--- src/hw/lsu_defs.svh ---
// LSU sizing macros
`ifndef LSU_DEFS_SVH
`define LSU_DEFS_SVH

// Store buffer depth
// Only depth-1 entries are ever held since full is raised one early
`define ST_BUF_NUM_ENTRIES 8

// Data RAM depth in 64-bit words
`define DMEM_WORDS 512

// Top address bit used by the load/store collision compare
// Covers the whole 4 KiB byte range of the RAM
`define CMP_ADDR_MSB 11

`endif

--- src/hw/lsu_pkg.sv ---
// LSU shared types
package lsu_pkg;

    // Access width as log2 of the byte count
    typedef enum logic [1:0] {
        MEM_BYTE   = 2'd0,  // 1 byte
        MEM_HALF   = 2'd1,  // 2 bytes
        MEM_WORD   = 2'd2,  // 4 bytes
        MEM_DOUBLE = 2'd3   // 8 bytes
    } mem_size_t;

    // One buffered store
    typedef struct packed {
        logic [63:0] addr;  // Byte address
        logic [63:0] data;  // Store value, right aligned
        mem_size_t   size;  // Access width
    } store_entry_t;

    // One pending load
    typedef struct packed {
        logic [63:0] addr;  // Byte address
        mem_size_t   size;  // Access width
        logic        sign;  // Sign-extend the result
    } load_req_t;

endpackage

--- src/hw/load_unit.sv ---
// Load unit
`timescale 1ns/1ps
`include "lsu_defs.svh"

module load_unit import lsu_pkg::*; #(
    localparam int AW = $clog2(`DMEM_WORDS)
) (
    input  logic          clk_i,
    input  logic          rstn_i,
    input  logic          load_valid_i,
    input  logic [63:0]   load_addr_i,
    input  mem_size_t     load_size_i,
    input  logic          load_signed_i,
    input  logic          collision_i,   // From the store buffer, same cycle
    input  logic [63:0]   ram_rdata_i,
    output logic [63:0]   chk_addr_o,
    output mem_size_t     chk_size_o,
    output logic          ram_re_o,
    output logic [AW-1:0] ram_raddr_o,
    output logic          busy_o,
    output logic          done_o,        // One-cycle pulse with data_o
    output logic [63:0]   data_o
);

    typedef enum logic [1:0] {
        LD_IDLE,
        LD_WAIT,   // Request held until no store overlaps
        LD_READ    // RAM data arrives this cycle
    } ld_state_t;

    ld_state_t   state_q;
    load_req_t   req_q;
    logic [63:0] shifted;
    logic [63:0] result;

    assign busy_o      = (state_q != LD_IDLE);
    assign chk_addr_o  = req_q.addr;
    assign chk_size_o  = req_q.size;
    assign ram_re_o    = (state_q == LD_WAIT) & ~collision_i;
    assign ram_raddr_o = req_q.addr[AW+2:3];

    // Field down to bit 0 then extend
    assign shifted = ram_rdata_i >> {req_q.addr[2:0], 3'b000};

    always_comb begin
        case (req_q.size)
            MEM_BYTE: result = {{56{req_q.sign & shifted[7]}}, shifted[7:0]};
            MEM_HALF: result = {{48{req_q.sign & shifted[15]}}, shifted[15:0]};
            MEM_WORD: result = {{32{req_q.sign & shifted[31]}}, shifted[31:0]};
            default:  result = shifted;
        endcase
    end

    always_ff @(posedge clk_i, negedge rstn_i) begin
        if (!rstn_i) begin
            state_q <= LD_IDLE;
            done_o  <= 1'b0;
        end else begin
            done_o <= 1'b0;
            case (state_q)
                LD_IDLE: if (load_valid_i) state_q <= LD_WAIT;
                LD_WAIT: if (!collision_i) state_q <= LD_READ;  // Read issued now
                LD_READ: begin
                    state_q <= LD_IDLE;
                    done_o  <= 1'b1;
                end
                default: state_q <= LD_IDLE;
            endcase
        end
    end

    // Payload registers
    always_ff @(posedge clk_i) begin
        if (state_q == LD_IDLE && load_valid_i) begin
            req_q <= '{addr: load_addr_i, size: load_size_i, sign: load_signed_i};
        end
        if (state_q == LD_READ) begin
            data_o <= result;
        end
    end

endmodule

--- config.mk ---
export PLATFORM = sky130hd
export DESIGN_NAME = load_unit
export DESIGN_NICKNAME = d
export VERILOG_FILES = /design/src/hw/lsu_pkg.sv /design/src/hw/load_unit.sv
export VERILOG_INCLUDE_DIRS = /design/src /design/src/hw
export SDC_FILE = /design/constraint.sdc
export NUM_CORES = 1
export LEC_CHECK = 0
export BUFFER_PORTS_ARGS = -buffer_cell sky130_fd_sc_hd__buf_2
export CAP_MARGIN = 10
export CORE_MARGIN = 3
export CORE_UTILIZATION = 44
export DETAILED_ROUTE_END_ITERATION = 12
export PLACE_DENSITY = 0.76
export SLEW_MARGIN = 40
export SYNTH_ARGS = -nofsm -noshare
export SYNTH_HDL_FRONTEND = slang
export SYNTH_SLANG_ARGS = --single-unit
--- constraint.sdc ---
create_clock -name clk_i -period 3.8 [get_ports clk_i]
set_input_delay 1.14 -clock clk_i [delete_from_list [all_inputs] [get_ports clk_i]]
set_output_delay 1.14 -clock clk_i [all_outputs]
set_load 0.03 [all_outputs]
==> reports/qor.yml <==
ir_worst_vdd_mv: 0.287
place_congestion: 0.900
syn_area_mm2: 0.00695
layout_common_cells: "buf_2, edfxtp_1, nand2_1, mux2i_1, mux4_2"
portBuffers: 276
clock_latency_ns: 0.42
numCtsBuffers: 17
critical_path_arrival_ns: 1.63
crit_chain: "buf_2, nor3b_1, buf_2"
synthFlopType: "edfxtp_1"
antenna_found_initial: 1
p_total_mw: 4.46
cts_tree: "yes"
die_h_um: 132
crit_path_end_kind: "output port"
crit_path_max_fanout: 3
fillers: 1312
hold_path_class: "flip-flop to flip-flop"
ys_ff_latch: 134
rows: 45
slowest_delay_ns: 0.22
syn_area_per_cell_um2: 14.5
first_global_vias: 4910
slew_headroom_pct: 44.4
grt_usage_pct: 21.4
post_cts_buffers: 0
synthArstFlopShare_pct: 2.24
max_freq_mhz: 361
leakage_nw: 3.60
crit_path_frequent_cell: "buf_2"
ys_types: 36
cpLargestDelayFamily: "buffers and inverters"
finalCritPeriodShare_pct: 72.9
holdWs_ns: 0.510
ctsHoldBuffers: 0
clkSlewWorstSetupHoldPaths_ns: 0.05
grt_pass1_wl_mm: 28.6
place_hpwl_mm: 14.0
synth_cells: 479
io_pins: 277
cp_num_buf_inv: 2
layout_commonest_cell: "buf_2"
synth_warnings: 0
postRouteAntennaNets: 0
finClkSkew_ns: 0.00956
power_density_mw_per_mm2: 522
setup_viol: 0
nets: 812
drt_first_iter_violations: 414
syn-num-nets: 614
cts_resized: 0
worst_pin_slew_ns: 0.830
drive_gt1_share_pct: 53.9
outcome: "finished, final reports clean"
critical_path.slowest_cell: "buf_2"
overflow: 0
syn_to_final_growth_pct: 22.8
max-cap-violations: 0
design.core.area_mm2: 0.0153
cts_buffer_depth: 2
start_util_pct: 45.4
die-area_mm2: 0.0173
first_pass_iters: 5
fin_util_pct: 55.8
grt_setup_unrepaired: "no"
postLayoutCellArea_mm2: 0.00854
drt_wl_total_mm: 18.6
startpoint_type: "input port"
post_drt_wl_per_cell_um: 20.6
final_hold_viol_count: 0
route.detailed.drc: 0
avgViaCountPerCell: 5.45
cts-root-buf: "clkbuf_16"
drv_slew: 0
period_minus_slack_ns: 2.77
fp.dieW_um: 132
required_ns: 2.66
crit_type: "input port to output port"
grt_max_degree: 33
htree_levels: 4
clkSinkCount: 134
synth-edff-count: 131
ys_seq_area_share_pct: 57.7
vias: 4917
post_dp_cell_area_mm2: 0.00789
tns_ns: 0
## cell families after synthesis
logic type	count (synthesis)	synth area share, %
AO/OA/AOI/OAI	45	4.98
buffers and inverters	114	12.2
flip-flops	134	57.7
multiplexers	79	17.0
AND/OR/NAND/NOR	107	8.13
## layer usage
metal | GRT usage (%) | wire length, um | vias up
li1 | - | - | 2188
met1 | 27.7 | 7460 | 2401
met2 | 34.6 | 9180 | 303
met3 | 6.16 | 1590 | 25
met4 | 7.58 | 395 | 0
met5 | 0 | 0 | -
## state kept, by name (all words and copies together) (netlist names)
name	count
req_q	1
state_q	2
chk_addr_o	64
chk_size_o	2
data_o	64
done_o	1
## worst paths after layout
check                              startpoint          to  slack [ns]  depth (start not counted)
worst min-delay path               state_q[1]  state_q[1]        0.51                          1
min in group asynchronous              rstn_i  state_q[1]        0.52                          1
worst max register to register  chk_addr_o[1]   data_o[1]        1.35                          4
max in group asynchronous              rstn_i  state_q[0]        3.17                          1
worst max-delay path              collision_i    ram_re_o        1.03                          3
worst min register to register     state_q[1]  state_q[1]        0.51                          1
## layout make-up
type | instances | area, um^2 | share of cell area, %
clock inverters | 15 | 226 | 2.65
inverters | 1 | 3.75 | 0.0439
multi-input cells | 231 | 2110 | 24.7
clock buffers | 17 | 425 | 4.98
well taps | 211 | 264 | 3.09
diodes | 1 | 2.50 | 0.0293
flip-flops and latches | 134 | 4010 | 46.9
repair buffers | 292 | 1500 | 17.6
## stage by stage
| step | setup WS (ns) | instances |
|---|---|---|
| floorplan | 0.0193 | 479 |
| global placement | 0.976 | 869 |
| detailed placement | 0.847 | 869 |
| CTS | 1.02 | 901 |
| global route | 0.999 | 902 |
| finish | 1.03 | 902 |
## synth_stat cells (7+ instances only)
cell,number,area [um^2]
buf_2,13,65.1
buf_4,82,616
buf_6,11,124
edfxtp_1,131,3930
mux2_2,12,135
mux2i_1,37,370
mux4_2,30,676
nand2_1,38,143
nand3_1,14,70.1
nand4_1,27,169
nor2b_1,7,43.8
o2111ai_1,10,87.6
o21ai_0,7,35.0
o2bb2ai_1,8,70.1
## report_power, final
| group | internal (mW) | total [mW] | switching, mW |
|---|---|---|---|
| Combinational | 0.289 | 0.828 | 0.540 |
| Clock | 1.17 | 1.80 | 0.634 |
| Sequential | 1.78 | 1.82 | 0.0436 |
| Total | 3.24 | 4.46 | 1.22 |
Power figures use the tool's default switching activity.
