===== config.mk =====
export PLATFORM = sky130hd
export DESIGN_NAME = store_drain
export DESIGN_NICKNAME = d
export VERILOG_FILES = /design/src/hw/lsu_pkg.sv /design/src/hw/store_drain.sv
export VERILOG_INCLUDE_DIRS = /design/src /design/src/hw
export SDC_FILE = /design/constraint.sdc
export NUM_CORES = 1
export LEC_CHECK = 0
export BUFFER_PORTS_ARGS = -buffer_cell sky130_fd_sc_hd__buf_2
export CAP_MARGIN = 10
export CORE_AREA = 2 2 83 85
export DETAILED_ROUTE_END_ITERATION = 6
export DIE_AREA = 0 0 85 87
export PLACE_DENSITY = 0.88
export SLEW_MARGIN = 20
export SYNTH_ARGS = -nofsm -noshare
export SYNTH_HDL_FRONTEND = slang
export SYNTH_SLANG_ARGS = --single-unit
export TNS_END_PERCENT = 10

===== constraint.sdc =====
create_clock -name vclk -period 1.18
set_input_delay 0.118 -clock vclk [all_inputs]
set_output_delay 0.118 -clock vclk [all_outputs]
set_load 0.02 [all_outputs]

===== src/hw/lsu_defs.svh =====
// LSU sizing macros
`ifndef LSU_DEFS_SVH
`define LSU_DEFS_SVH

// Store buffer depth
// Only depth-1 entries are ever held since full is raised one early
`define ST_BUF_NUM_ENTRIES 8

// Data RAM depth in 64-bit words
`define DMEM_WORDS 512

// Top address bit used by the load/store collision compare
// Covers the whole 4 KiB byte range of the RAM
`define CMP_ADDR_MSB 11

`endif


===== src/hw/lsu_pkg.sv =====
// LSU shared types
package lsu_pkg;

    // Access width as log2 of the byte count
    typedef enum logic [1:0] {
        MEM_BYTE   = 2'd0,  // 1 byte
        MEM_HALF   = 2'd1,  // 2 bytes
        MEM_WORD   = 2'd2,  // 4 bytes
        MEM_DOUBLE = 2'd3   // 8 bytes
    } mem_size_t;

    // One buffered store
    typedef struct packed {
        logic [63:0] addr;  // Byte address
        logic [63:0] data;  // Store value, right aligned
        mem_size_t   size;  // Access width
    } store_entry_t;

    // One pending load
    typedef struct packed {
        logic [63:0] addr;  // Byte address
        mem_size_t   size;  // Access width
        logic        sign;  // Sign-extend the result
    } load_req_t;

endpackage


===== src/hw/store_drain.sv =====
// Store drain engine
`timescale 1ns/1ps
`include "lsu_defs.svh"

module store_drain import lsu_pkg::*; #(
    localparam int AW = $clog2(`DMEM_WORDS)  // Word index width
) (
    input  logic          clk_i,
    input  logic          rstn_i,
    input  logic          drain_en_i,      // Commit permission level
    input  store_entry_t  head_entry_i,
    input  logic          head_valid_i,
    output logic          ram_we_o,
    output logic [AW-1:0] ram_waddr_o,
    output logic [7:0]    ram_be_o,
    output logic [63:0]   ram_wdata_o,
    output logic          advance_head_o   // Retire head on the write edge
);

    logic [7:0]  lane_base;   // Mask before shifting to the byte offset
    logic [2:0]  byte_off;

    assign byte_off = head_entry_i.addr[2:0];

    always_comb begin
        case (head_entry_i.size)
            MEM_BYTE: lane_base = 8'h01;
            MEM_HALF: lane_base = 8'h03;
            MEM_WORD: lane_base = 8'h0f;
            default:  lane_base = 8'hff;  // Double
        endcase
    end

    // One store per cycle when allowed
    assign ram_we_o       = drain_en_i & head_valid_i;
    assign advance_head_o = ram_we_o;

    assign ram_waddr_o = head_entry_i.addr[AW+2:3];
    assign ram_be_o    = lane_base << byte_off;
    assign ram_wdata_o = head_entry_i.data << {byte_off, 3'b000};  // Into lane position

endmodule


==> impl_metrics.env, run 1 <==
export IMPL_synth_compound_area_frac=0.285
export IMPL_ys_seq_area_frac=0
export IMPL_power_mw=1.94
export IMPL_startpoint="head_entry_i[66]"
export IMPL_synthXorXnorAreaFrac=0
export IMPL_grt_pass1_vias=3006
export IMPL_utilization=0.595
export IMPL_nFillCells=554
export IMPL_clock_fmax_mhz=735
export IMPL_drt_total_wl_um=9870
export IMPL_area_delta_synth_final_pct=81.6
export IMPL_die_h_um=87
export IMPL_path_class="in2out"
export IMPL_endpoint_kind="output pin"
export IMPL_instances_no_fill=532
export IMPL_synth_top_cell_area_share=0.298
export IMPL_routed_top_layer="met4"
export IMPL_wirelength_met1_um=3840
export IMPL_drc=0
export IMPL_synth_top_family_by_area="multiplexers"
export IMPL_met2_length_um=5190
export IMPL_yosysTopAreaCell="mux2i_1"
export IMPL_yosysMostFrequentCell="mux2i_1"
export IMPL_netlist_instances=270
export IMPL_fp_dieW_um=85
export IMPL_synthTopCellsByArea="mux2i_1 30%, mux4_2 8.4%, o21ai_0 6.0%"
export IMPL_arrival_ns=1.24
export IMPL_drive_gt1_frac=0.655
export IMPL_nClkBuffers=0
export IMPL_ioPinCount=217
export IMPL_min_from="head_entry_i[69]"
export IMPL_die_area_sq_um=7400
export IMPL_cpMostUsedCell="buf_4"
export IMPL_routed_via_density=5.68
export IMPL_placementRows=30
export IMPL_grt_use_total=0.240
export IMPL_syn_avg_cell_area_sq_um=7.98
export IMPL_vdd_ir_drop_max_v=0.000317
export IMPL_crit_chain="buf_12, buf_8, buf_4, a2bb2oi_2, a221oi_2, buf_4"
export IMPL_grt_max_degree=21
export IMPL_diodes=0
export IMPL_violations="negative setup slack"
export IMPL_hold_viol_final=0
export IMPL_critPathMaxStageDelay_ns=0.32
export IMPL_p_leak_nw=1.88
export IMPL_setup_tns_ns=-4.83
export IMPL_yosys_area_share_simple=0.182
export IMPL_nFlopsAndLatches=0
export IMPL_synth_fp_nets=404
export IMPL_io_buffers=145
export IMPL_finalMaxSlewViolations=0
export IMPL_gr_total_overflow=0
export IMPL_antenna_found_initial=0
export IMPL_routedWlPerCell_um=18.5
export IMPL_min_period_over_period=1.15
export IMPL_post_dp_hpwl_um=6760
export IMPL_critPathLaunchType="input pin"
export IMPL_crit_path_end="ram_wdata_o[51]"
export IMPL_status="finished, violations left"
export IMPL_drtPass1Iterations=4
export IMPL_grt_pass1_wl_um=14600
export IMPL_synthAdderAreaFrac=0
export IMPL_drtIter0Drc=80
export IMPL_start_util=0.328
export IMPL_hp_class="in2out"
export IMPL_pwr_density_cell_nw_per_um2=495
export IMPL_fin_nets=588
export IMPL_max_cap_violations=0
export IMPL_rsz0062_at_grt="true"
export IMPL_tightest_slew_ns=0.417
export IMPL_cp_slowest_cell="a221oi_2"
export IMPL_relSlewSlack=0.721
export IMPL_yosysWarnings=0
export IMPL_globalplace_congestion=0.878
export IMPL_min_period_ns=1.36
export IMPL_setup_ws_ns=-0.181
export IMPL_vias=3023
export IMPL_muxShareOfSynthArea=0.381
export IMPL_met3_length_um=610
export IMPL_yosys_top_cells_count="64 x mux2i_1, 26 x o21ai_0, 23 x nor2_1"
export IMPL_post_place_ws_ns=-0.315
export IMPL_core_area_sq_um=6570
export IMPL_synth_area_sq_um=2150
export IMPL_cts_hold_buf=0
export IMPL_ant_nets=0
export IMPL_regArea_sq_um=0
export IMPL_crit_required_ns=1.06
export IMPL_synth_cell_types=31
export IMPL_dp_cells=521
export IMPL_path_max_fanout=7
export IMPL_setup_violations=56
[metal layers]
layer,up-vias,track usage
met4,0,0.0649
met3,30,0.0161
met1,1422,0.295
met5,-,0
met2,170,0.451
li1,1401,-
[worst max-delay path, delay by kind of cell]
| kind | cells | cell delay [ns] |
|---|---|---|
| AOI/OAI and AO/OA | 2 | 0.50 |
| buffers and inverters | 4 | 0.62 |
[area by class of cell]
type	instances	area, sq um	area share
timing repair buffer	224	1650	0.422
tap	80	100	0.0256
multi-input combinational	228	2160	0.552
[power by group]
part / leakage, nW / total, mW / switching, mW / internal, mW
Sequential: 0 / 0 / 0 / 0
Clock: 0 / 0 / 0 / 0
Combinational: 1.88 / 1.94 / 0.999 / 0.937
Total: 1.88 / 1.94 / 0.999 / 0.937
[through the flow]
stage	instance area [sq um]	hold slack [ns]
after floorplan	2220	0.349
after global placement	3270	0.236
after detailed placement	3270	0.236
after CTS	3740	0.236
after global routing	3910	0.236
final	3910	0.236
[kinds of logic (layout without fill, tap and decap cells)]
group	count (synthesis)	after routing
compound gates	83	83
buf+inv	42	224
mux	72	72
simple gates	73	73
[layout by cell type (no fill, tap or decap), types with 2 or more instances in the layout]
cell,count
or2_4,2
nor2_4,2
o22a_1,9
nor2b_1,13
o21a_1,9
a211oi_1,5
o221ai_1,2
mux2i_2,6
nand2_2,5
buf_16,2
buf_4,91
buf_8,2
mux2i_4,6
o21ai_1,14
mux4_2,8
nand3b_1,8
buf_6,14
nand2b_4,2
a221oi_2,8
nor2b_2,4
o21ai_0,12
nand2_1,4
o221ai_2,6
buf_2,105
a2bb2oi_2,8
a211oi_2,6
and2_4,5
buf_12,10
nor2_1,20
and2_1,4
mux2i_1,52
[timing repair]
item                                    in CTS  in global routing
hold endpoints to repair                     0                  0
pin swaps                                   15                  7
gates resized for setup                    113                 39
endpoints found under the setup margin      72                 65
cloned                                       4                  0
buffers inserted                             5                  2
[how the worst min path moves through the flow]
stage                          end  slack, ns  cells after the start
floorplan           ram_waddr_o[0]       0.35                      1
detailed placement  ram_waddr_o[1]       0.24                      0
CTS                 ram_waddr_o[1]       0.24                      0
global route        ram_waddr_o[3]       0.24                      0
global placement    ram_waddr_o[1]       0.24                      0
finish              ram_waddr_o[0]       0.24                      0
Power figures use the tool's default switching activity.
==> run 2: changes to the inputs <==
Settings changed: TNS_END_PERCENT 10 to 50.
==> run 2 against run 1 <==
  * The flow still finishes with violations (negative setup slack)
  * Via count grew 3.1%
  * Die area is the same
  * Design area grew 19%
  * Worst setup slack gained 0.012 ns
  * Wire length grew 7.1%
  * Critical path depth grew 2
  * Power grew 19%
  * Hold slack is essentially flat
  * First-iteration DRC count grew 30%
  * Flip-flop and latch count is the same
  * Combinational power grew 19%
==> impl_metrics.env, run 2 (synthesized netlist as in run 1, its figures left out) <==
export IMPL_status="finished, violations left"
export IMPL_violations="negative setup slack"
export IMPL_nFlopsAndLatches=0
export IMPL_drt_total_wl_um=10600
export IMPL_cts_hold_buf=0
export IMPL_post_dp_hpwl_um=7020
export IMPL_internal_power_mw=1.19
export IMPL_dp_cells=526
export IMPL_die_area_sq_um=7400
export IMPL_postLayoutCellArea_sq_um=4650
export IMPL_crit_required_ns=1.06
export IMPL_power_mw=2.30
export IMPL_critPathLaunchType="input pin"
export IMPL_grt_use_total=0.263
export IMPL_vdd_ir_drop_max_v=0.000334
export IMPL_nClkBuffers=0
export IMPL_globalplace_congestion=0.871
export IMPL_p_leak_nw=2.13
export IMPL_rsz0062_at_grt="true"
export IMPL_drc=0
export IMPL_gr_total_overflow=0
export IMPL_grt_pass1_wl_um=16000
export IMPL_start_util=0.328
export IMPL_die_h_um=87
export IMPL_setup_ws_ns=-0.169
export IMPL_core_area_sq_um=6570
export IMPL_min_period_over_period=1.14
export IMPL_relSlewSlack=0.793
export IMPL_drive_gt1_frac=0.747
export IMPL_setup_tns_ns=-5.25
export IMPL_placementRows=30
export IMPL_switchingPower_mw=1.11
export IMPL_holdWs_ns=0.236
export IMPL_post_dp_cell_area_sq_um=3400
export IMPL_path_max_fanout=8
export IMPL_clock_fmax_mhz=741
export IMPL_drtIter0Drc=104
export IMPL_setup_violations=63
export IMPL_swShare=0.483
export IMPL_vias=3117
export IMPL_fin_nets=607
export IMPL_routed_via_density=5.66
export IMPL_min_period_ns=1.35
export IMPL_diodes=0
export IMPL_grt_max_degree=16
export IMPL_max_cap_violations=0
export IMPL_instances_no_fill=551
export IMPL_mostFrequentLayoutCell="buf_4"
export IMPL_post_place_ws_ns=-0.311
export IMPL_combinationalPowerShare=1.000
export IMPL_hold_viol_final=0
export IMPL_arrival_ns=1.23
export IMPL_io_buffers=145
export IMPL_pwr_density_cell_nw_per_um2=495
export IMPL_hp_class="in2out"
export IMPL_area_delta_synth_final_pct=116
export IMPL_final_cell_mix="93 x buf_4, 79 x buf_2, 46 x buf_6"
export IMPL_finalMaxSlewViolations=0
export IMPL_regArea_sq_um=0
export IMPL_grt_pass1_vias=3240
export IMPL_ioPinCount=217
export IMPL_endpoint_kind="output pin"
export IMPL_tightest_slew_ns=0.302
export IMPL_drtPass1Iterations=4
export IMPL_path_class="in2out"
export IMPL_ant_nets=0
export IMPL_utilization=0.708
export IMPL_seq_power_share=0
export IMPL_clockPowerShare=0
export IMPL_fp_dieW_um=85
export IMPL_antenna_found_initial=0
export IMPL_routedWlPerCell_um=19.2
## run 2: cell count changes in the layout (fill, tap and decap cells not counted), moves of 6 or more
cell,before,now
buf_2,105,79
buf_6,14,46
mux2i_1,52,43
mux2i_2,6,14
nor2_1,20,9
nor2_2,1,7
nor2b_4,0,8
## run 2: area by class of cell
class,instances,area [sq um]
repair buffers,243,2140
multi-input cells,228,2410
well taps,80,100
fillers,484,1920
## run 2: repair_timing
action,in CTS,in global routing
pin swaps,24,17
buffers inserted,17,2
gates resized for setup,187,71
endpoints found under the setup margin,63,70
gates cloned,8,0
## run 2: path summary, 6_finish.rpt
kind                              from         endpoint  depth (start not counted)
worst min-delay path  head_entry_i[76]   ram_waddr_o[7]                          0
worst max-delay path  head_entry_i[66]  ram_wdata_o[40]                          8
## run 2: per-layer routing
layer / GRT usage / share of wire
met3: 0.0256 / 0.054
met4: 0.0563 / 0.013
met1: 0.315 / 0.38
met2: 0.505 / 0.55
met5: 0 / 0
## run 2: power by group through the flow
stage	clock network [mW]	logic (mW)	registers [mW]
after floorplan	0	1.03	0
after global placement	0	1.60	0
after detailed placement	0	1.64	0
after CTS	0	2.11	0
after global routing	0	2.42	0
final	0	2.30	0
## run 2: critical path, stage by stage
cell     delay, ns
buf_12        0.13
buf_16        0.15
buf_12        0.13
buf_16        0.13
mux2i_2       0.15
o22a_1        0.22
o21ai_2       0.07
buf_6         0.13
