[src/hw/lsu_defs.svh]
// LSU sizing macros
`ifndef LSU_DEFS_SVH
`define LSU_DEFS_SVH

// Store buffer depth
// Only depth-1 entries are ever held since full is raised one early
`define ST_BUF_NUM_ENTRIES 8

// Data RAM depth in 64-bit words
`define DMEM_WORDS 512

// Top address bit used by the load/store collision compare
// Covers the whole 4 KiB byte range of the RAM
`define CMP_ADDR_MSB 11

`endif

[src/hw/lsu_pkg.sv]
// LSU shared types
package lsu_pkg;

    // Access width as log2 of the byte count
    typedef enum logic [1:0] {
        MEM_BYTE   = 2'd0,  // 1 byte
        MEM_HALF   = 2'd1,  // 2 bytes
        MEM_WORD   = 2'd2,  // 4 bytes
        MEM_DOUBLE = 2'd3   // 8 bytes
    } mem_size_t;

    // One buffered store
    typedef struct packed {
        logic [63:0] addr;  // Byte address
        logic [63:0] data;  // Store value, right aligned
        mem_size_t   size;  // Access width
    } store_entry_t;

    // One pending load
    typedef struct packed {
        logic [63:0] addr;  // Byte address
        mem_size_t   size;  // Access width
        logic        sign;  // Sign-extend the result
    } load_req_t;

endpackage

[src/hw/store_buffer.sv]
// Store buffer queue
`timescale 1ns/1ps
`include "lsu_defs.svh"

module store_buffer import lsu_pkg::*; (
    input  logic         clk_i,
    input  logic         rstn_i,
    input  logic         flush_i,         // Drop all undrained stores
    input  logic         write_en_i,      // New store at the tail
    input  store_entry_t entry_i,
    input  logic         advance_head_i,  // Retire the oldest entry
    input  logic [63:0]  chk_addr_i,      // Address of the pending load
    input  mem_size_t    chk_size_i,
    output store_entry_t head_entry_o,
    output logic         head_valid_o,
    output logic         empty_o,
    output logic         full_o,
    output logic         collision_o      // Load overlaps a buffered store
);

    localparam int NUM   = `ST_BUF_NUM_ENTRIES;
    localparam int PTR_W = $clog2(NUM);

    logic [PTR_W-1:0] head;  // Oldest entry
    logic [PTR_W-1:0] tail;  // Next free slot
    logic [PTR_W:0]   num;   // One bit wider than the pointers

    logic write_ok;
    logic advance_ok;

    store_entry_t    entry_table [NUM];
    logic [NUM-1:0]  valid_table;

    // Capacity is one below depth, a store seen with full high is dropped
    assign write_ok   = write_en_i & (num < NUM - 1);
    assign advance_ok = advance_head_i & (num != '0);  // Ignore retire when empty

    // Entry payload written at the tail
    always_ff @(posedge clk_i) begin
        if (write_ok && !flush_i) begin
            entry_table[tail] <= entry_i;
        end
    end

    always_ff @(posedge clk_i, negedge rstn_i) begin
        if (!rstn_i) begin
            valid_table <= '0;
        end else if (flush_i) begin
            valid_table <= '0;  // Everything not yet drained is lost
        end else begin
            if (write_ok) begin
                valid_table[tail] <= 1'b1;
            end
            if (advance_ok) begin
                valid_table[head] <= 1'b0;
            end
        end
    end

    // Pointers wrap at NUM so odd depths work too
    always_ff @(posedge clk_i, negedge rstn_i) begin
        if (!rstn_i) begin
            head <= '0;
            tail <= '0;
            num  <= '0;
        end else if (flush_i) begin
            head <= '0;
            tail <= '0;
            num  <= '0;
        end else begin
            if (advance_ok) begin
                head <= (head == PTR_W'(NUM - 1)) ? '0 : head + 1'b1;
            end
            if (write_ok) begin
                tail <= (tail == PTR_W'(NUM - 1)) ? '0 : tail + 1'b1;
            end
            num <= num + (PTR_W + 1)'(write_ok) - (PTR_W + 1)'(advance_ok);
        end
    end

    // Coarse overlap test, widest of the two sizes sets the ignored low bits
    always_comb begin : collision_detector
        logic [1:0] k;
        logic       hit;
        collision_o = 1'b0;
        for (int j = 0; j < NUM; j++) begin
            k   = (chk_size_i > entry_table[j].size) ? chk_size_i : entry_table[j].size;
            hit = 1'b1;
            for (int i = 0; i <= `CMP_ADDR_MSB; i++) begin
                if (i >= int'(k) && entry_table[j].addr[i] != chk_addr_i[i]) begin
                    hit = 1'b0;  // Differs above the size boundary
                end
            end
            collision_o = collision_o | (valid_table[j] & hit);
        end
    end

    assign head_valid_o = (num != '0);
    assign head_entry_o = head_valid_o ? entry_table[head] : '0;

    assign empty_o = (num == '0);
    // Raised one entry early, and while flushing or in reset
    assign full_o  = (num >= (NUM - 1)) | flush_i | ~rstn_i;

endmodule

[config.mk]
export PLATFORM = sky130hd
export DESIGN_NAME = store_buffer
export DESIGN_NICKNAME = d
export VERILOG_FILES = /design/src/hw/lsu_pkg.sv /design/src/hw/store_buffer.sv
export VERILOG_INCLUDE_DIRS = /design/src /design/src/hw
export SDC_FILE = /design/constraint.sdc
export NUM_CORES = 1
export LEC_CHECK = 0
export ABC_AREA = 1
export BUFFER_PORTS_ARGS = -buffer_cell sky130_fd_sc_hd__buf_2
export CORE_UTILIZATION = 54
export DETAILED_ROUTE_END_ITERATION = 12
export GPL_TIMING_DRIVEN = 0
export PLACE_DENSITY_LB_ADDON = 0.2
export SETUP_SLACK_MARGIN = 0.15
export SLEW_MARGIN = 20
export SYNTH_ARGS = -nofsm -noshare
export SYNTH_HDL_FRONTEND = slang
export SYNTH_SLANG_ARGS = --single-unit
[constraint.sdc]
create_clock -name clk_i -period 19.1 [get_ports clk_i]
set_input_delay 0.955 -clock clk_i [delete_from_list [all_inputs] [get_ports clk_i]]
set_output_delay 0.955 -clock clk_i [all_outputs]
set_load 0.01 [all_outputs]
==> results.ini, run 1 <==
[floorplan]
die_h_um = 285
io_pins = 335
core_area_um2 = 79100
rows = 103
initial_core_util_pct = 54.7
dieArea_um2 = 81200
die_w_um = 285

[drt]
dr.pass1.iters = 6
drtIter0Drc = 3423
drt_wl_total_um = 124000
viasPerCell = 5.72
vias = 30200
drc_errors = 0
wl_per_cell_um = 23.4
antenna_left = 0

[placed_design]
placed_cell_area_um2 = 47400
place.gp.congestion = 0.936
dp_hpwl_um = 83200
port_buffers = 271
pre_cts_slack_ns = 14.56

[status]
status = finished clean

[synthesis]
synth-seq-cells = 1058
syn_area_per_cell_um2 = 12.1
netlist_instances = 3568
synthesis.nets = 3804
synth_area_um2 = 43300
synth_seq_area_share_pct = 73.2
yosysUniqueCellTypes = 36
yosysWarnings = 0

[grt]
grt_usage_pct = 30.1
grt_pass1_wl_um = 180000
grt_pass1_vias = 28700
grt_overflow = 0
antenna_found_initial = 31
grt_max_degree = 23

[clocking]
cts.sinks = 1058
cts_root_buffer = clkbuf_16
clk_latency_ns = 0.68
post_cts_buffers = 0
post_cts_resized = 0
htree_levels = 3
cts_hold_buf = 0
clockBufferDepth = 3
cts_tree = built
cts_buffers = 107
cts.clk_slew.worst_paths_ns = 0.06

[sta]
fin_crit_sh_pct = 22.9
finalHoldViolCount = 0
finalWorstSetupSlack_ns = 14.72
skew_ns = 0.0262
post-route-min-period_ns = 4.38
max_slew_margin_pct = 38.0
worst_slew_pin_slew_ns = 0.930
setup_viol = 0
rsz0062_at_grt = no
fmaxAchievable_ghz = 0.228
final_max_slew_viol_count = 0

[cells_and_area]
fin_nets = 4357
area_growth_pct = 17.5
fin_util_pct = 64.2
final_area_um2 = 50800
layout-drive-gt1-share_pct = 17.2

[setup_path]
worstPathMaxFanout = 10
startpoint_type = register
arrival_ns = 3.42
r2r-start = num[2]
r2r-end = entry_table[5][54]
critPathKind = register to output port
endpoint_kind = output port
reg2reg_setup_slack_ns = 14.84
worstPathRequired_ns = 18.15
crit_path_start = num[2]
rr_worst_depth = 17

[power_and_ir_drop]
power_leakage_nw = 18.7
power_density_nw_per_um2 = 124
irDropWorstVdd_mv = 0.0803
total_power_mw = 6.29

[flow_run]
maxCapViolCount = 0

[hold_path]
hold_class = input pin to async pin

==> cell usage in the layout (no fill, tap or decap), types with 34 or more instances in the layout <==
cell,instances
a41oi_1,117
buf_4,67
edfxtp_1,1040
ha_1,34
o21ai_1,140
clkbuf_16,108
nand2_1,290
inv_1,131
nor2_1,1013
clkbuf_1,119
o21ai_0,413
nand3_1,39
buf_2,439
==> through the flow <==
stage	setup TNS [ns]	hold WS (ns)	instances
after floorplan	0	0.509	3568
after global placement	-4720.73	0.562	4889
after detailed placement	0	0.575	5062
after CTS	0	0.234	5264
after global routing	0	0.271	5277
final	0	0.251	5281
==> critical path, cell delays in order, from the launching register on <==
cell and delay (ns):
dfrtp_1 0.35, inv_1 0.06, ha_1 0.19, nand2_1 0.14, clkinv_1 0.31, clkbuf_2 0.50, clkbuf_1 0.52, a31oi_1 0.48
buf_2 0.21
==> worst max path at each step <==
stage	slack (ns)	end	cells after the start
after CTS	14.77	head_entry_o[76]	8
after detailed placement	14.56	entry_table[5][100]	14
after global placement	-9.09	entry_table[3][124]	5
final	14.72	head_entry_o[76]	8
after floorplan	4.53	entry_table[0][0]	4
after global routing	14.63	entry_table[5][118]	17
==> flip-flops by register name, summed over array words and instances, names as in the netlist <==
name,cells
tail,3
entry_table,1040
num,4
valid_table,8
head,3
==> synth_stat cells, drive strengths merged <==
master	n	share of area, %
a21boi	7	0.12
a21o	1	0.017
a21oi	43	0.60
a31oi	19	0.27
a41oi	117	2.4
buf	104	1.4
clkbuf	97	0.84
clkinv	7	0.061
dfrtp	18	1.0
edfxtp	1040	72
fa	1	0.046
ha	34	0.98
inv	137	1.2
nand2	291	2.5
nand3	39	0.45
nor2	1017	8.8
nor3	15	0.17
nor4	4	0.058
o211ai	6	0.10
o21ai	553	6.4
o21bai	8	0.14
o31ai	1	0.017
or2	3	0.043
xnor2	5	0.10
xor2	1	0.020
==> layer usage <==
| metal | vias up | global-route usage (%) | share of wire [%] |
|---|---|---|---|
| met5 | - | 0 | 0.14 |
| met4 | 28 | 12.5 | 3.7 |
| met3 | 304 | 6.04 | 9.2 |
| met2 | 1507 | 48.0 | 48 |
| met1 | 14600 | 40.6 | 39 |
| li1 | 13800 | - | - |
==> power breakdown <==
group / total [mW] / switching (mW) / internal, mW
Sequential: 2.64 / 0.0186 / 2.62
Clock: 2.05 / 0.876 / 1.17
Combinational: 1.60 / 1.15 / 0.450
==> cells by family (layout without fill, tap and decap cells) <==
| kind of cell | Yosys count | in the layout | synth area share, % |
|---|---|---|---|
| xor+xnor | 6 | 6 | 0.122 |
| simple gates | 1369 | 1369 | 12.1 |
| other cells | 0 | 17 | 0 |
| flops | 1058 | 1058 | 73.2 |
| fa+ha+maj | 35 | 35 | 1.03 |
| buf+inv | 345 | 991 | 3.45 |
| compound gates | 755 | 755 | 10.0 |
==> layout make-up <==
cell class                      instances  area (µm²)
Antenna cell                           17        42.5
Buffer                                201         950
Clock buffer                          131        2790
Clock inverter                         71         634
Fill cell                            6027       28300
Inverter                              144         543
Multi-Input combinational cell       2165       10100
Sequential cell                      1058       31700
Tap cell                             1050        1310
Timing Repair Buffer                  444        2750
No activity file was read; power rests on OpenSTA's default activity.
==> run 2: changes to the inputs <==
Settings changed: ABC_AREA 1 to 0.
Clock period 19.1 ns to 4.4 ns, I/O delays scaled along.
==> results.ini, run 2 <==
[status]
status = finished clean

[drt]
dr.pass1.iters = 5  ; -1
drtIter0Drc = 2221  ; -35%
drt_wl_total_um = 101000  ; -19%
drc_errors = 0  ; unchanged
wl_per_cell_um = 26.9  ; +15%
viasPerCell = 5.86  ; +2.4%
antenna_left = 0  ; unchanged
vias = 21900  ; -28%

[cells_and_area]
fin_nets = 2839  ; -35%
nFillCells = 5144  ; -15%
largest_register_ffs = 1040  ; unchanged
final_area_um2 = 51400  ; +1.2%
seqCellArea_um2 = 31700  ; unchanged
largest_registers = entry_table (1040), valid_table (8), num (4)
layout_commonest_cell = edfxtp_1
multiInputGateArea_um2 = 9910  ; -2.1%
regMostFlops = entry_table
fin_util_pct = 66.5  ; +2.3 points
final_cell_mix = 1040 x edfxtp_1, 311 x buf_2, 260 x mux4_2
layout-drive-gt1-share_pct = 31.6  ; +14 points
area_growth_pct = 22.2

[synthesis]
synth_area_leaders = edfxtp_1 74%, mux4_2 14%, mux2i_1 3.1%, nor2_1 1.4%, xor2_1 1.3%
synthSimpleGateAreaFrac_pct = 2.21  ; -9.9 points
synthesis.nets = 2231  ; -41%
synth-async-reset-ratio_pct = 1.70  ; unchanged
synth_top_family_by_area = multiplexers
yosysWarnings = 0  ; unchanged
yosysUniqueCellTypes = 45  ; +25%
synth_xor_area_share_pct = 2.04  ; +1.9 points
synth-seq-cells = 1058  ; unchanged
yosysMostFrequentCell = edfxtp_1
ys.flop_type = edfxtp_1
synth_edf_count = 1040  ; unchanged
syn_area_per_cell_um2 = 21.1  ; +74%
yosysTopAreaCell = edfxtp_1
synthAdderAreaFrac_pct = 1.06  ; +0.028 points
synth.area.mux_share_pct = 17.2  ; +17 points
synth_seq_area_share_pct = 75.3  ; +2.0 points
netlist_instances = 1995  ; -44%
synth-compound-area-share_pct = 0.835  ; -9.2 points
synth_top_area_share_pct = 74.2  ; +2.0 points
synth_area_um2 = 42100  ; -2.7%
synth_commonest_cells = 1040 x edfxtp_1, 260 x mux4_2, 154 x nor2_1

[clocking]
cts_buffers = 107  ; unchanged
cts.clk_slew.worst_paths_ns = 0.06  ; about the same
post_cts_buffers = 0  ; unchanged
cts_root_buffer = clkbuf_16
cts.sinks = 1058  ; unchanged
htree_levels = 3  ; unchanged
clockBufferDepth = 3  ; unchanged
cts_tree = built
clk_latency_ns = 0.66  ; -0.02 ns

[grt]
grt_usage_pct = 25.9  ; -4.2 points
grt_max_degree = 22  ; -4.3%
grt_pass1_wl_um = 147000  ; -18%
grt_pass1_vias = 22600  ; -21%
antenna_found_initial = 13  ; -58%
grt_overflow = 0  ; unchanged

[sta]
post-route-min-period_ns = 3.80
fin_crit_sh_pct = 86.3
worst_slew_pin_slew_ns = 1.04  ; +0.112 ns
max_slew_margin_pct = 30.5  ; -7.5 points
finalWorstSetupSlack_ns = 0.602  ; -14.12 ns
setup_viol = 0  ; unchanged
skew_ns = 0.0216  ; -0.00465 ns
rsz0062_at_grt = no
tns_ns = 0  ; unchanged
fmaxAchievable_ghz = 0.263
final_max_slew_viol_count = 0  ; unchanged
finalHoldViolCount = 0  ; unchanged

[placed_design]
place.gp.congestion = 0.904  ; -3.3%
pre_cts_slack_ns = 0.929  ; -13.63 ns
dp_hpwl_um = 67700  ; -19%
port_buffers = 270  ; -0.37%
placed_cell_area_um2 = 46400  ; -2.1%

[floorplan]
io_pins = 335  ; unchanged
dieArea_um2 = 79100  ; -2.7%
die_h_um = 281  ; -1.3%
die_w_um = 281  ; -1.3%
initial_core_util_pct = 54.4  ; -0.23 points
core_area_um2 = 77300  ; -2.3%
rows = 102  ; -0.97%

[hold_path]
hold_class = input pin to async pin

[setup_path]
endpoint_kind = output port
arrival_ns = 3.58  ; +0.16 ns
critPathKind = register to output port
worstPathRequired_ns = 4.18  ; -13.97 ns
startpoint_type = register
worstPathMaxFanout = 10  ; unchanged

[power_and_ir_drop]
irDropWorstVdd_mv = 0.366  ; +360%
power_leakage_nw = 17.1  ; -8.6%
power_density_nw_per_um2 = 506  ; +310%

[flow_run]
maxCapViolCount = 0  ; unchanged

==> run 2: timing repair <==
item                                   4_1_cts  5_1_grt
setup endpoints to repair                    0        3
endpoints found under the hold margin     1064        0
hold buffers                               134        0
gates resized for setup                      0        5
==> run 2: stage by stage <==
stage	hold slack (ns)	cells	total power, mW
finish	0.0352	3739	26.0
global route	0.0806	3737	26.9
CTS	0.0198	3737	26.2
detailed placement	0.191	3400	16.7
global placement	0.176	3305	16.6
floorplan	-0.0756	1995	14.7
==> run 2: worst max-delay path, cell delays in order (launching register included) <==
cell and delay, ns:
dfrtp_1 0.35, clkdlybuf4s15_1 0.82, clkbuf_2 0.56, buf_2 0.51, mux2i_1 0.14, nor2_1 0.32, buf_2 0.21
==> run 2: cells by family (layout without fill, tap and decap cells) <==
group,count (synthesis),after routing
other,0,2
adder cells (fa/ha/maj),35,35
XOR/XNOR,98,98
buffers and inverters,132,834
AO/OA/AOI/OAI,56,56
AND/OR/NAND/NOR,219,219
flip-flops,1058,1058
multiplexers,397,397
==> run 2: area by class of cell <==
type / instances / share of cell area [%]
antenna: 2 / 0.00973
inverter: 27 / 0.202
sequential: 1058 / 61.6
tap: 1040 / 2.53
buffer: 105 / 0.963
clock inverter: 77 / 1.86
multi-input combinational: 805 / 19.3
timing repair buffer: 499 / 8.24
clock buffer: 126 / 5.34
==> run 2: metal layers <==
| metal | global-route usage [%] | vias to the layer above | share of wire [%] |
|---|---|---|---|
| met1 | 36.3 | 11600 | 41 |
| met3 | 4.93 | 147 | 7.0 |
| met5 | 0 | - | 0.14 |
| li1 | - | 9377 | - |
| met4 | 6.57 | 20 | 2.0 |
| met2 | 42.1 | 803 | 50 |
==> run 2: final timing paths <==
path	from	to	slack [ns]	cells past startpoint
min in group clk_i	entry_i[53]	entry_table[1][53]	0.35	2
max in group asynchronous	rstn_i	valid_table[1]	4.03	2
max	head[1]	head_entry_o[83]	0.60	6
min	rstn_i	num[0]	0.04	2
min reg2reg	valid_table[7]	valid_table[7]	0.57	1
max reg2reg	num[3]	entry_table[2][118]	1.11	14
==> run 2: report_power, final <==
part / internal, mW / switching [mW] / total (mW)
sequential: 11.3 / 0.0796 / 11.4
combinational: 2.15 / 2.97 / 5.13
clock: 5.66 / 3.82 / 9.48
==> run 3: changes to the inputs <==
Settings changed: RECOVER_POWER set to 50.
==> results.ini, run 3 (same netlist as run 2, synthesis figures left out) <==
[sta]
rsz0062_at_grt = no
setup_viol = 0  ; unchanged
finalHoldViolCount = 0  ; unchanged
max_slew_margin_pct = -1.39  ; -32 points
post-route-min-period_ns = 3.88  ; +0.0821 ns
fmaxAchievable_ghz = 0.258  ; -2.1%
worst_slew_pin_slew_ns = 1.52  ; +0.479 ns
skew_ns = 0.0227  ; +0.00112 ns
fin_crit_sh_pct = 88.2  ; +1.9 points
tns_ns = 0  ; unchanged
final_max_slew_viol_count = 13  ; +13

[power_and_ir_drop]
power_density_nw_per_um2 = 508  ; +0.47%
irDropWorstVdd_mv = 0.365  ; -0.29%
power_leakage_nw = 16.7  ; -2.4%

[flow_run]
maxCapViolCount = 2  ; +2

[setup_path]
endpoint_kind = output port
crit_top_cell = clkbuf_1
crit_path_max_incr_delay_ns = 0.84  ; +0.02 ns
worstPathRequired_ns = 4.18  ; about the same
crit_path_cell_trace = clkbuf_1 > clkbuf_1 > clkbuf_1 > mux4_2 > mux2i_1 > nor2_1 > buf_2
startpoint_type = register
arrival_ns = 3.66  ; +0.08 ns
worstPathMaxFanout = 10  ; unchanged
cp_slowest_cell = clkbuf_1
critPathKind = register to output port
reg2reg_setup_slack_ns = 0.66  ; -0.45 ns

[placed_design]
dp_hpwl_um = 67700  ; unchanged
dp.cells = 3400  ; unchanged
place.gp.congestion = 0.904  ; unchanged
port_buffers = 270  ; unchanged

[grt]
grt_busiest_layer = met2
grt_overflow = 0  ; unchanged
grt_pass1_wl_um = 147000  ; unchanged
antenna_found_initial = 13  ; unchanged
grt_max_degree = 22  ; unchanged
use_met2_pct = 42.1  ; unchanged
grt_usage_pct = 25.9  ; unchanged
grtUsageMet3_pct = 4.93  ; unchanged
grt_pass1_vias = 22600  ; unchanged
grt_use_met1_pct = 36.3  ; unchanged

[clocking]
cts.sinks = 1058  ; unchanged
cts_root_buffer = clkbuf_16
cts.clk_slew.worst_paths_ns = 0.07  ; about the same
cts_tree = built
post_cts_buffers = 0  ; unchanged
clockBufferDepth = 3  ; unchanged
clk_latency_ns = 0.66  ; about the same
cts_buffers = 107  ; unchanged
htree_levels = 3  ; unchanged

[drt]
viasPerCell = 5.86  ; about the same
drt_wl_total_um = 101000  ; about the same
drc_errors = 0  ; unchanged
antenna_left = 0  ; unchanged
drtIter0Drc = 2319  ; +4.4%
dr.pass1.iters = 5  ; unchanged
vias = 21900  ; -0.041%
wl_per_cell_um = 26.9  ; about the same

[cells_and_area]
final_cell_mix = 1040 x edfxtp_1, 260 x mux4_2, 191 x clkbuf_1
layout-drive-gt1-share_pct = 26.2  ; -5.4 points
largest_register_ffs = 1040  ; unchanged
fin_nets = 2839  ; unchanged
regMostFlops = entry_table
area_growth_pct = 21.6
instances_no_fill = 3739  ; unchanged
largest_registers = entry_table (1040), valid_table (8), num (4)
fin_util_pct = 66.2  ; -0.36 points
layout_commonest_cell = edfxtp_1

[floorplan]
rows = 102  ; unchanged
die_w_um = 281  ; unchanged
die_h_um = 281  ; unchanged
io_pins = 335  ; unchanged
core_area_um2 = 77300  ; unchanged
initial_core_util_pct = 54.4  ; unchanged
dieArea_um2 = 79100  ; unchanged

[status]
violations = max-capacitance violations, max-slew violations
status = finished, violations left

[hold_path]
hold_class = input pin to async pin

==> run 3: cell count changes in the layout (fill, tap and decap cells not counted), sizes merged <==
cell,change
buf,-141
clkbuf,+141
==> run 3: power breakdown <==
| part | total, mW | switching (mW) | internal (mW) |
|---|---|---|---|
| combinational | 5.11 | 2.98 | 2.13 |
| sequential | 11.4 | 0.0792 | 11.3 |
| clock | 9.48 | 3.82 | 5.66 |
==> run 3: what timing repair did <==
item,in CTS,in global routing
setup endpoints to repair,0,3
resized for setup,0,5
hold buffers,134,0
hold endpoints to repair,1064,0
==> run 3: per-stage QoR <==
step,worst slack [ns],instance area [µm²],hold WS (ns),power (mW)
final,0.520,51200,0.281,26.0
after global routing,0.413,51200,0.358,26.9
after CTS,0.195,51400,0.0198,26.2
after detailed placement,0.929,46400,0.191,16.7
after global placement,-5.76,44800,0.176,16.6
after floorplan,-1.09,42200,-0.0756,14.7
==> run 3: worst max-delay path: cells and delay by family, from the launching register on <==
kind          cells  cell delay (ns)
buf+inv           4             1.88
mux               2             0.67
flops             1             0.35
simple gates      1             0.07
==> run 3: path summary, 6_finish.rpt <==
| check | depth (start not counted) | startpoint | endpoint |
|---|---|---|---|
| max in group asynchronous | 2 | rstn_i | head[1] |
| min in group clk_i | 3 | flush_i | num[0] |
| hold reg to reg | 1 | valid_table[7] | valid_table[7] |
| hold / removal | 2 | rstn_i | num[0] |
| setup / recovery | 7 | head[2] | head_entry_o[72] |
| setup reg to reg | 9 | num[3] | entry_table[7][107] |
==> run 3: layout make-up <==
class                   instances  area [µm²]
clock inverters                77         958
inverters                      27         104
fillers                      5216       26200
clock buffers                 126        2750
plain buffers                 105         492
well taps                    1040        1300
flip-flops and latches       1058       31700
multi-input cells             805        9870
repair buffers                499        4000
diodes                          2        5.00
==> run 3: layer usage <==
layer	wire, µm	up-vias
met3	7190	151
li1	-	9373
met2	49600	821
met1	41600	11500
met5	138	-
met4	2070	20
